--- src/burst_pkg.sv ---
package burst_pkg;

  // Burst length as carried on AXI, beats minus one
  typedef logic [7:0] len_t;

  // AXI response code
  typedef logic [1:0] resp_t;

  localparam resp_t RESP_OKAY   = 2'd0;
  localparam resp_t RESP_SLVERR = 2'd2;

  // Write splitter FSM
  typedef enum logic [1:0] {
    W_IDLE,
    W_BEAT,
    W_RESP,
    W_DONE
  } wr_state_e;

  // Read splitter FSM
  typedef enum logic [1:0] {
    R_IDLE,
    R_ADDR,
    R_DATA
  } rd_state_e;

endpackage

--- src/burst_split_wr.sv ---
`timescale 1ns/100ps

module burst_split_wr
  import burst_pkg::*;
#(
  parameter int ADDR_WIDTH = 8,
  parameter int DATA_WIDTH = 16,
  parameter int ID_WIDTH   = 4
) (
  input  logic                    clk,
  input  logic                    i_arst_n,

  input  logic                    i_s_awvalid,
  input  logic [  ID_WIDTH-1:0]   i_s_awid,
  input  logic [ADDR_WIDTH-1:0]   i_s_awaddr,
  input  len_t                    i_s_awlen,
  output logic                    o_s_awready,
  input  logic                    i_s_wvalid,
  input  logic [DATA_WIDTH-1:0]   i_s_wdata,
  input  logic [DATA_WIDTH/8-1:0] i_s_wstrb,
  input  logic                    i_s_wlast,
  output logic                    o_s_wready,
  output logic                    o_s_bvalid,
  output logic [  ID_WIDTH-1:0]   o_s_bid,
  output resp_t                   o_s_bresp,
  input  logic                    i_s_bready,

  output logic                    o_m_awvalid,
  output logic [ADDR_WIDTH-1:0]   o_m_awaddr,
  output logic [  ID_WIDTH-1:0]   o_m_awid,
  output len_t                    o_m_awlen,
  input  logic                    i_m_awready,
  output logic                    o_m_wvalid,
  output logic [DATA_WIDTH-1:0]   o_m_wdata,
  output logic [DATA_WIDTH/8-1:0] o_m_wstrb,
  output logic                    o_m_wlast,
  input  logic                    i_m_wready,
  input  logic                    i_m_bvalid,
  input  resp_t                   i_m_bresp,
  output logic                    o_m_bready
);

  localparam int STRB_WIDTH = DATA_WIDTH / 8;

  wr_state_e             state;
  logic [  ID_WIDTH-1:0] id_q;
  logic [ADDR_WIDTH-1:0] addr_q;
  len_t                  len_q;
  len_t                  beat_cnt;
  logic                  err_q;

  // Held beat that forms the single write in flight
  logic                  aw_pend;
  logic                  w_pend;
  logic [DATA_WIDTH-1:0] data_q;
  logic [STRB_WIDTH-1:0] strb_q;

  logic s_aw_fire;
  logic s_w_fire;
  logic m_aw_fire;
  logic m_w_fire;
  logic m_b_fire;
  logic aw_left;
  logic w_left;
  logic last_beat;

  assign o_s_awready = (state == W_IDLE);
  // Next subordinate beat only once the held one has fully left
  assign o_s_wready  = (state == W_BEAT) && !aw_pend && !w_pend;

  assign s_aw_fire = i_s_awvalid && o_s_awready;
  assign s_w_fire  = i_s_wvalid && o_s_wready;
  assign m_aw_fire = o_m_awvalid && i_m_awready;
  assign m_w_fire  = o_m_wvalid && i_m_wready;
  assign m_b_fire  = i_m_bvalid && o_m_bready;

  assign aw_left   = aw_pend && !m_aw_fire;
  assign w_left    = w_pend && !m_w_fire;
  assign last_beat = (beat_cnt == len_q);

  always_ff @(posedge clk or negedge i_arst_n) begin
    if (!i_arst_n) begin
      state    <= W_IDLE;
      beat_cnt <= '0;
      err_q    <= 1'b0;
      aw_pend  <= 1'b0;
      w_pend   <= 1'b0;
    end else begin
      case (state)
        W_IDLE: begin
          if (s_aw_fire) begin
            beat_cnt <= '0;
            err_q    <= 1'b0;
            state    <= W_BEAT;
          end
        end
        W_BEAT: begin
          if (s_w_fire) begin
            aw_pend <= 1'b1;
            w_pend  <= 1'b1;
          end else if (aw_pend || w_pend) begin
            aw_pend <= aw_left;
            w_pend  <= w_left;
            if (!aw_left && !w_left) begin
              state <= W_RESP;
            end
          end
        end
        W_RESP: begin
          if (m_b_fire) begin
            err_q <= err_q | (i_m_bresp == RESP_SLVERR);
            if (last_beat) begin
              state <= W_DONE;
            end else begin
              beat_cnt <= len_t'(beat_cnt + 1'b1);
              state    <= W_BEAT;
            end
          end
        end
        W_DONE: begin
          if (i_s_bready) begin
            state <= W_IDLE;
          end
        end
        default: state <= W_IDLE;
      endcase
    end
  end

  always_ff @(posedge clk) begin
    if (s_aw_fire) begin
      id_q   <= i_s_awid;
      addr_q <= i_s_awaddr;
      len_q  <= i_s_awlen;
    end else if (m_b_fire && !last_beat) begin
      addr_q <= addr_q + ADDR_WIDTH'(STRB_WIDTH);
    end
    if (s_w_fire) begin
      data_q <= i_s_wdata;
      strb_q <= i_s_wstrb;
    end
  end

  assign o_m_awvalid = aw_pend;
  assign o_m_awaddr  = addr_q;
  assign o_m_awid    = id_q;
  assign o_m_awlen   = '0;
  assign o_m_wvalid  = w_pend;
  assign o_m_wdata   = data_q;
  assign o_m_wstrb   = strb_q;
  assign o_m_wlast   = 1'b1;
  assign o_m_bready  = (state == W_RESP);

  // One merged response per burst
  assign o_s_bvalid = (state == W_DONE);
  assign o_s_bid    = id_q;
  assign o_s_bresp  = err_q ? RESP_SLVERR : RESP_OKAY;

  // Manager must not close the burst early
  ap_wlast_on_last: assert property (
    @(posedge clk) disable iff (!i_arst_n)
    s_w_fire && i_s_wlast |-> last_beat
  );

  // Memory responds only once both halves of the held beat have left
  ap_b_in_resp: assert property (
    @(posedge clk) disable iff (!i_arst_n)
    i_m_bvalid |-> state == W_RESP
  );

endmodule

--- src/burst_split_rd.sv ---
`timescale 1ns/100ps

module burst_split_rd
  import burst_pkg::*;
#(
  parameter int ADDR_WIDTH = 8,
  parameter int DATA_WIDTH = 16,
  parameter int ID_WIDTH   = 4
) (
  input  logic                  clk,
  input  logic                  i_arst_n,

  input  logic                  i_s_arvalid,
  input  logic [  ID_WIDTH-1:0] i_s_arid,
  input  logic [ADDR_WIDTH-1:0] i_s_araddr,
  input  len_t                  i_s_arlen,
  output logic                  o_s_arready,
  output logic                  o_s_rvalid,
  output logic [  ID_WIDTH-1:0] o_s_rid,
  output logic [DATA_WIDTH-1:0] o_s_rdata,
  output resp_t                 o_s_rresp,
  output logic                  o_s_rlast,
  input  logic                  i_s_rready,

  output logic                  o_m_arvalid,
  output logic [ADDR_WIDTH-1:0] o_m_araddr,
  output logic [  ID_WIDTH-1:0] o_m_arid,
  output len_t                  o_m_arlen,
  input  logic                  i_m_arready,
  input  logic                  i_m_rvalid,
  input  logic [DATA_WIDTH-1:0] i_m_rdata,
  input  resp_t                 i_m_rresp,
  output logic                  o_m_rready
);

  localparam int STRB_WIDTH = DATA_WIDTH / 8;

  rd_state_e             state;
  logic [  ID_WIDTH-1:0] id_q;
  logic [ADDR_WIDTH-1:0] addr_q;
  len_t                  len_q;
  len_t                  beat_cnt;

  logic s_ar_fire;
  logic m_ar_fire;
  logic m_r_fire;
  logic last_beat;

  assign o_s_arready = (state == R_IDLE);

  assign s_ar_fire = i_s_arvalid && o_s_arready;
  assign m_ar_fire = o_m_arvalid && i_m_arready;
  assign m_r_fire  = i_m_rvalid && o_m_rready;
  assign last_beat = (beat_cnt == len_q);

  always_ff @(posedge clk or negedge i_arst_n) begin
    if (!i_arst_n) begin
      state    <= R_IDLE;
      beat_cnt <= '0;
    end else begin
      case (state)
        R_IDLE: begin
          if (s_ar_fire) begin
            beat_cnt <= '0;
            state    <= R_ADDR;
          end
        end
        R_ADDR: begin
          if (m_ar_fire) begin
            state <= R_DATA;
          end
        end
        R_DATA: begin
          // Next address goes out only after this beat is taken upstream
          if (m_r_fire) begin
            if (last_beat) begin
              state <= R_IDLE;
            end else begin
              beat_cnt <= len_t'(beat_cnt + 1'b1);
              state    <= R_ADDR;
            end
          end
        end
        default: state <= R_IDLE;
      endcase
    end
  end

  always_ff @(posedge clk) begin
    if (s_ar_fire) begin
      id_q   <= i_s_arid;
      addr_q <= i_s_araddr;
      len_q  <= i_s_arlen;
    end else if (m_r_fire && !last_beat) begin
      addr_q <= addr_q + ADDR_WIDTH'(STRB_WIDTH);
    end
  end

  assign o_m_arvalid = (state == R_ADDR);
  assign o_m_araddr  = addr_q;
  assign o_m_arid    = id_q;
  assign o_m_arlen   = '0;

  // Straight pass of the read beat, back-pressure included
  assign o_m_rready = i_s_rready;
  assign o_s_rvalid = i_m_rvalid;
  assign o_s_rid    = id_q;
  assign o_s_rdata  = i_m_rdata;
  assign o_s_rresp  = i_m_rresp;
  assign o_s_rlast  = last_beat;

  // Memory answers only the address this splitter issued
  ap_r_in_data: assert property (
    @(posedge clk) disable iff (!i_arst_n)
    o_s_rvalid |-> state == R_DATA
  );

endmodule

--- src/beat_mem.sv ---
`timescale 1ns/100ps

module beat_mem
  import burst_pkg::*;
#(
  parameter int ADDR_WIDTH = 8,
  parameter int DATA_WIDTH = 16,
  parameter int ID_WIDTH   = 4,
  parameter int MEM_DEPTH  = 64
) (
  input  logic                    clk,
  input  logic                    i_arst_n,

  input  logic                    i_awvalid,
  input  logic [ADDR_WIDTH-1:0]   i_awaddr,
  input  logic [  ID_WIDTH-1:0]   i_awid,
  input  len_t                    i_awlen,
  output logic                    o_awready,
  input  logic                    i_wvalid,
  input  logic [DATA_WIDTH-1:0]   i_wdata,
  input  logic [DATA_WIDTH/8-1:0] i_wstrb,
  input  logic                    i_wlast,
  output logic                    o_wready,
  output logic                    o_bvalid,
  output logic [  ID_WIDTH-1:0]   o_bid,
  output resp_t                   o_bresp,
  input  logic                    i_bready,

  input  logic                    i_arvalid,
  input  logic [ADDR_WIDTH-1:0]   i_araddr,
  input  logic [  ID_WIDTH-1:0]   i_arid,
  input  len_t                    i_arlen,
  output logic                    o_arready,
  output logic                    o_rvalid,
  output logic [  ID_WIDTH-1:0]   o_rid,
  output logic [DATA_WIDTH-1:0]   o_rdata,
  output resp_t                   o_rresp,
  output logic                    o_rlast,
  input  logic                    i_rready
);

  localparam int STRB_WIDTH   = DATA_WIDTH / 8;
  localparam int OFFSET_WIDTH = $clog2(STRB_WIDTH);
  localparam int WORD_WIDTH   = ADDR_WIDTH - OFFSET_WIDTH;
  localparam int MEM_AW       = $clog2(MEM_DEPTH);

  logic [DATA_WIDTH-1:0] mem [MEM_DEPTH];

  logic [WORD_WIDTH-1:0] wr_word;
  logic [WORD_WIDTH-1:0] rd_word;
  logic                  wr_in_range;
  logic                  rd_in_range;
  logic                  wr_fire;
  logic                  rd_fire;

  assign wr_word     = i_awaddr[ADDR_WIDTH-1:OFFSET_WIDTH];
  assign rd_word     = i_araddr[ADDR_WIDTH-1:OFFSET_WIDTH];
  assign wr_in_range = 32'(wr_word) < MEM_DEPTH;
  assign rd_in_range = 32'(rd_word) < MEM_DEPTH;

  // Address and data are taken together, one write per response
  assign o_awready = !o_bvalid;
  assign o_wready  = !o_bvalid;
  assign o_arready = !o_rvalid;
  assign wr_fire   = i_awvalid && i_wvalid && !o_bvalid;
  assign rd_fire   = i_arvalid && !o_rvalid;

  always_ff @(posedge clk or negedge i_arst_n) begin
    if (!i_arst_n) begin
      o_bvalid <= 1'b0;
      o_rvalid <= 1'b0;
    end else begin
      if (wr_fire) begin
        o_bvalid <= 1'b1;
      end else if (i_bready) begin
        o_bvalid <= 1'b0;
      end
      if (rd_fire) begin
        o_rvalid <= 1'b1;
      end else if (i_rready) begin
        o_rvalid <= 1'b0;
      end
    end
  end

  always_ff @(posedge clk) begin
    if (wr_fire) begin
      o_bid   <= i_awid;
      o_bresp <= wr_in_range ? RESP_OKAY : RESP_SLVERR;
      if (wr_in_range) begin
        for (int b = 0; b < STRB_WIDTH; b++) begin
          if (i_wstrb[b]) begin
            mem[wr_word[MEM_AW-1:0]][b*8 +: 8] <= i_wdata[b*8 +: 8];
          end
        end
      end
    end
    if (rd_fire) begin
      o_rid   <= i_arid;
      o_rresp <= rd_in_range ? RESP_OKAY : RESP_SLVERR;
      o_rdata <= rd_in_range ? mem[rd_word[MEM_AW-1:0]] : '0;
    end
  end

  assign o_rlast = o_rvalid;

  // Only single-beat traffic reaches this memory
  ap_wr_single: assert property (
    @(posedge clk) disable iff (!i_arst_n)
    wr_fire |-> i_awlen == '0 && i_wlast
  );

  ap_rd_single: assert property (
    @(posedge clk) disable iff (!i_arst_n)
    rd_fire |-> i_arlen == '0
  );

endmodule

--- src/burst_split_top.sv ---
`timescale 1ns/100ps

module burst_split_top
  import burst_pkg::*;
#(
  parameter int ADDR_WIDTH = 8,
  parameter int DATA_WIDTH = 16,
  parameter int ID_WIDTH   = 4,
  parameter int MEM_DEPTH  = 64
) (
  input  logic                    clk,
  input  logic                    i_arst_n,

  input  logic                    i_s_awvalid,
  input  logic [  ID_WIDTH-1:0]   i_s_awid,
  input  logic [ADDR_WIDTH-1:0]   i_s_awaddr,
  input  len_t                    i_s_awlen,
  output logic                    o_s_awready,
  input  logic                    i_s_wvalid,
  input  logic [DATA_WIDTH-1:0]   i_s_wdata,
  input  logic [DATA_WIDTH/8-1:0] i_s_wstrb,
  input  logic                    i_s_wlast,
  output logic                    o_s_wready,
  output logic                    o_s_bvalid,
  output logic [  ID_WIDTH-1:0]   o_s_bid,
  output resp_t                   o_s_bresp,
  input  logic                    i_s_bready,

  input  logic                    i_s_arvalid,
  input  logic [  ID_WIDTH-1:0]   i_s_arid,
  input  logic [ADDR_WIDTH-1:0]   i_s_araddr,
  input  len_t                    i_s_arlen,
  output logic                    o_s_arready,
  output logic                    o_s_rvalid,
  output logic [  ID_WIDTH-1:0]   o_s_rid,
  output logic [DATA_WIDTH-1:0]   o_s_rdata,
  output resp_t                   o_s_rresp,
  output logic                    o_s_rlast,
  input  logic                    i_s_rready
);

  // Single-beat channels between the splitters and the memory
  logic                    m_awvalid;
  logic [ADDR_WIDTH-1:0]   m_awaddr;
  logic [  ID_WIDTH-1:0]   m_awid;
  len_t                    m_awlen;
  logic                    m_awready;
  logic                    m_wvalid;
  logic [DATA_WIDTH-1:0]   m_wdata;
  logic [DATA_WIDTH/8-1:0] m_wstrb;
  logic                    m_wlast;
  logic                    m_wready;
  logic                    m_bvalid;
  resp_t                   m_bresp;
  logic                    m_bready;
  logic                    m_arvalid;
  logic [ADDR_WIDTH-1:0]   m_araddr;
  logic [  ID_WIDTH-1:0]   m_arid;
  len_t                    m_arlen;
  logic                    m_arready;
  logic                    m_rvalid;
  logic [DATA_WIDTH-1:0]   m_rdata;
  resp_t                   m_rresp;
  logic                    m_rready;

  burst_split_wr #(
    .ADDR_WIDTH (ADDR_WIDTH),
    .DATA_WIDTH (DATA_WIDTH),
    .ID_WIDTH   (ID_WIDTH)
  ) u_split_wr (
    .clk         (clk),
    .i_arst_n    (i_arst_n),
    .i_s_awvalid (i_s_awvalid),
    .i_s_awid    (i_s_awid),
    .i_s_awaddr  (i_s_awaddr),
    .i_s_awlen   (i_s_awlen),
    .o_s_awready (o_s_awready),
    .i_s_wvalid  (i_s_wvalid),
    .i_s_wdata   (i_s_wdata),
    .i_s_wstrb   (i_s_wstrb),
    .i_s_wlast   (i_s_wlast),
    .o_s_wready  (o_s_wready),
    .o_s_bvalid  (o_s_bvalid),
    .o_s_bid     (o_s_bid),
    .o_s_bresp   (o_s_bresp),
    .i_s_bready  (i_s_bready),
    .o_m_awvalid (m_awvalid),
    .o_m_awaddr  (m_awaddr),
    .o_m_awid    (m_awid),
    .o_m_awlen   (m_awlen),
    .i_m_awready (m_awready),
    .o_m_wvalid  (m_wvalid),
    .o_m_wdata   (m_wdata),
    .o_m_wstrb   (m_wstrb),
    .o_m_wlast   (m_wlast),
    .i_m_wready  (m_wready),
    .i_m_bvalid  (m_bvalid),
    .i_m_bresp   (m_bresp),
    .o_m_bready  (m_bready)
  );

  burst_split_rd #(
    .ADDR_WIDTH (ADDR_WIDTH),
    .DATA_WIDTH (DATA_WIDTH),
    .ID_WIDTH   (ID_WIDTH)
  ) u_split_rd (
    .clk         (clk),
    .i_arst_n    (i_arst_n),
    .i_s_arvalid (i_s_arvalid),
    .i_s_arid    (i_s_arid),
    .i_s_araddr  (i_s_araddr),
    .i_s_arlen   (i_s_arlen),
    .o_s_arready (o_s_arready),
    .o_s_rvalid  (o_s_rvalid),
    .o_s_rid     (o_s_rid),
    .o_s_rdata   (o_s_rdata),
    .o_s_rresp   (o_s_rresp),
    .o_s_rlast   (o_s_rlast),
    .i_s_rready  (i_s_rready),
    .o_m_arvalid (m_arvalid),
    .o_m_araddr  (m_araddr),
    .o_m_arid    (m_arid),
    .o_m_arlen   (m_arlen),
    .i_m_arready (m_arready),
    .i_m_rvalid  (m_rvalid),
    .i_m_rdata   (m_rdata),
    .i_m_rresp   (m_rresp),
    .o_m_rready  (m_rready)
  );

  // Memory ID and rlast echoes are not needed, the splitters keep their own
  beat_mem #(
    .ADDR_WIDTH (ADDR_WIDTH),
    .DATA_WIDTH (DATA_WIDTH),
    .ID_WIDTH   (ID_WIDTH),
    .MEM_DEPTH  (MEM_DEPTH)
  ) u_mem (
    .clk       (clk),
    .i_arst_n  (i_arst_n),
    .i_awvalid (m_awvalid),
    .i_awaddr  (m_awaddr),
    .i_awid    (m_awid),
    .i_awlen   (m_awlen),
    .o_awready (m_awready),
    .i_wvalid  (m_wvalid),
    .i_wdata   (m_wdata),
    .i_wstrb   (m_wstrb),
    .i_wlast   (m_wlast),
    .o_wready  (m_wready),
    .o_bvalid  (m_bvalid),
    .o_bid     (),
    .o_bresp   (m_bresp),
    .i_bready  (m_bready),
    .i_arvalid (m_arvalid),
    .i_araddr  (m_araddr),
    .i_arid    (m_arid),
    .i_arlen   (m_arlen),
    .o_arready (m_arready),
    .o_rvalid  (m_rvalid),
    .o_rid     (),
    .o_rdata   (m_rdata),
    .o_rresp   (m_rresp),
    .o_rlast   (),
    .i_rready  (m_rready)
  );

endmodule

--- config.mk ---
export PLATFORM = sky130hd
export DESIGN_NAME = burst_split_top
export DESIGN_NICKNAME = d
export VERILOG_FILES = /design/src/burst_pkg.sv /design/src/burst_split_wr.sv /design/src/burst_split_rd.sv /design/src/beat_mem.sv /design/src/burst_split_top.sv
export SDC_FILE = /design/constraint.sdc
export NUM_CORES = 1
export LEC_CHECK = 0
export ABC_AREA = 1
export BUFFER_PORTS_ARGS = -buffer_cell sky130_fd_sc_hd__buf_2
export CAP_MARGIN = 20
export CORE_MARGIN = 2
export CORE_UTILIZATION = 56
export CTS_CLUSTER_SIZE = 20
export DETAILED_ROUTE_END_ITERATION = 10
export PLACE_DENSITY_LB_ADDON = 0.3
export SETUP_SLACK_MARGIN = 0.02
export SYNTH_ARGS = -nofsm -noshare
export SYNTH_HDL_FRONTEND = slang
export SYNTH_SLANG_ARGS = --single-unit
--- constraint.sdc ---
create_clock -name clk -period 2 [get_ports clk]
set_input_delay 0.1 -clock clk [delete_from_list [all_inputs] [get_ports clk]]
set_output_delay 0.1 -clock clk [all_outputs]
set_load 0.02 [all_outputs]
==> results.ini <==
[status]
outcome=finished with violations
violations=setup timing

[drt]
wl_mm=131
postRouteAntennaNets=0
num_vias=33300
drcViolationCount=0
via_per_inst=5.91
dr.first_iter.drc_count=4684
detail_route.first_pass.iterations=6
avgRoutedWirePerCell_um=23.2

[power]
total_power_mw=80.4
p_int_mw=50.8
peakVddDrop_uv=1070
netSwitchingFraction=0.369
switching_power_mw=29.7
clockPowerShare=0.262
seq_power_share=0.343
combPwrFrac=0.395
p_leak_nw=21.6
power_density_nw_per_um2=1410

[global_routing]
grt_pass1_vias=31400
grt_usage=0.300
antenna_found_initial=2
grt_max_degree=65
grt_pass1_wl_mm=191
overflow=0

[layout]
nNetsFinal=4550
num-fill-cells=5393
multi_input_area_um2=12400
drive_gt1_frac=0.203
area_growth_pct=23.6
final_area_um2=56900
ff_latch_area_um2=33600
final_core_util=0.696
instances_no_fill=5641
n_antenna_cell=0

[floorplanning]
coreArea_um2=81700
rows=105
die_y_um=291
io_pins=100
dieWidth_um=291
die_area_um2=84500
start_util=0.563

[clocking]
cts.sinks=1123
htreeDepth=3
cts_tree=done
clk_pin_slew_ps=70
numCtsBuffers=111
cts_max_path_buffers=3
clk_latency_ps=690
root_buffer=clkbuf_16

[worst_hold_path]
worstHoldPathCells=2
holdCritStartpoint=i_s_awlen[1]
min_path_type=in2reg

[sta]
timing.final.crit_share=1.10
rsz0062_at_grt=true
finalHoldViolCount=0
finalSetupViolations=18
min_period_ps=2210
relSlewSlack=0.457
tightest_slew_ps=815
finClkSkew_ps=30.4
fin_ws_ps=-209
slew_viol_final=0
tns_ps=-2240
fmax_ghz=0.453

[yosys]
ys_ff_latch=1123
synth_warnings=0
ys_types=34
syn_area_um2=46000
avgSynthCellArea_um2=11.3
seq_area_frac_synth=0.730
netlist_instances=4058

[setup_path]
required_ps=2420
startpoint_type=flip-flop
cp-end-kind=flip-flop
endpoint=u_mem.o_rdata[2]
worstRegToRegCells=11
crit_fanout=28
critPathKind=reg2reg
reg2reg_slack_ps=-210
crit_start=u_split_rd.o_m_araddr[1]
r2r-end=u_mem.o_rdata[2]
rr_startpoint=u_split_rd.o_m_araddr[1]
cp.arrival_ps=2630

[placement]
dpl.hpwl_mm=75.9
place_congestion=0.935
placed_area_um2=50000
place_inst=5307
port_buffers=94

[flow_run]
maxCapViolations=0

-- synthesized netlist by cell type --
master | number | share of area
inv_2 | 3 | 0.00024
xnor2_1 | 12 | 0.0023
nand2_2 | 2 | 0.00027
buf_2 | 149 | 0.016
a22oi_1 | 1 | 0.00016
nand3b_1 | 3 | 0.00049
ha_1 | 4 | 0.0011
conb_1 | 1 | 0.000081
nor2_1 | 243 | 0.020
dfrtp_1 | 25 | 0.014
nor2_2 | 2 | 0.00027
clkbuf_1 | 51 | 0.0042
buf_1 | 16 | 0.0013
nand3_1 | 537 | 0.058
clkbuf_2 | 1 | 0.00011
or2_2 | 3 | 0.00041
a21oi_1 | 148 | 0.016
nand2_1 | 1630 | 0.13
a31oi_1 | 3 | 0.00041
clkinv_1 | 3 | 0.00024
o21ai_0 | 20 | 0.0022
nor3_2 | 1 | 0.00022
nor4_1 | 1 | 0.00014
nor3b_1 | 2 | 0.00033
o21a_1 | 1 | 0.00016
buf_4 | 11 | 0.0018
nand4_1 | 4 | 0.00054
o211a_1 | 1 | 0.00022
inv_1 | 38 | 0.0031
o21bai_1 | 2 | 0.00033
clkinv_2 | 1 | 0.00011
xor2_1 | 15 | 0.0029
edfxtp_1 | 1098 | 0.72
nor3_1 | 26 | 0.0028
-- per-stage QoR --
stage / hold slack [ps] / setup WS [ps]
2_1_floorplan: -196 / 66.0
3_3_place_gp: 156 / -297
3_5_place_dp: 165 / -363
4_1_cts: 109 / -87.3
5_1_grt: 135 / -236
6_report: 128 / -209
-- routing by layer --
layer,share of wire,global-route usage
met1,0.37,0.424
met2,0.47,0.473
met3,0.12,0.0513
met4,0.040,0.109
met5,0.000054,0
-- sequential cells by signal (all words and copies together), names as in the netlist, 2 cells and up --
register               cells
u_mem.mem               1024
u_mem.o_rdata             16
u_split_rd.beat_cnt        8
u_split_rd.len_q           8
u_split_rd.o_m_araddr      7
u_split_rd.o_m_arid        4
u_split_rd.state           2
u_split_wr.beat_cnt        8
u_split_wr.len_q           8
u_split_wr.o_m_awaddr      7
u_split_wr.o_m_awid        4
u_split_wr.o_m_wdata      16
u_split_wr.o_m_wstrb       2
u_split_wr.state           2
-- placed cells by master, fill, tap and decap left out, drive strengths merged, types with 2 or more instances in the layout --
cell type	count
nand2	1632
edfxtp	1098
nand3	537
buf	451
nor2	245
a21oi	148
clkbuf	134
dlygate4sd3	65
clkinv	54
inv	49
nor3	27
dfrtp	25
o21ai	20
xor2	15
bufinv	15
xnor2	12
clkinvlp	9
bufbuf	7
nand4	4
ha	4
a31oi	3
nand3b	3
or2	3
o21bai	2
nor3b	2
conb	2
-- how the worst min path moves through the flow --
stage / to / slack (ps)
finish: u_split_wr.len_q[1] / 130
global route: u_split_wr.o_m_wdata[6] / 140
CTS: u_split_wr.o_m_wdata[6] / 110
detailed placement: u_split_rd.beat_cnt[0] / 170
global placement: u_split_rd.beat_cnt[0] / 160
floorplan: u_mem.o_bvalid / -200
-- power groups by stage --
stage	Combinational [mW]	Clock, mW	Sequential [mW]
2_1_floorplan	14.2	0	28.2
3_3_place_gp	24.4	0	28.1
3_5_place_dp	24.8	0	28.1
4_1_cts	28.8	21.1	27.6
5_1_grt	33.6	22.0	27.6
6_report	31.8	21.1	27.6
-- cells by family after synthesis --
group / after synthesis / share of synthesized area
simple gates: 2454 / 0.217
flops: 1123 / 0.730
buf+inv: 273 / 0.0273
compound gates: 176 / 0.0196
xor+xnor: 27 / 0.00514
fa+ha+maj: 4 / 0.00109
other cells: 1 / 0.0000815
-- critical path, stage by stage (launching register included) --
cell and delay, ps:
edfxtp_1 490, buf_6 200, buf_16 160, buf_16 190, nand2_1 120, nand2_1 90
nand2_1 80, nand2_1 90, nor3_2 240, nor2_2 90, nor2_4 120, nor2_1 60
-- what timing repair did --
action | in CTS | in global routing
pin swaps | 56 | 113
hold endpoints to repair | 107 | 0
hold buffers | 66 | 0
setup endpoints to repair | 23 | 296
setup buffers | 26 | 10
cloned | 19 | 11
gates resized for setup | 185 | 189
-- layout make-up --
cell class                      instances  share of cell area
Clock buffer                          124              0.0504
Clock inverter                         80              0.0139
Inverter                               45             0.00361
Multi-Input combinational cell       2663               0.218
Sequential cell                      1123               0.591
Tap cell                             1070              0.0235
Timing Repair Buffer                  534              0.0995
Timing Repair inverter                  2            0.000396
Power figures use the tool's default switching activity.
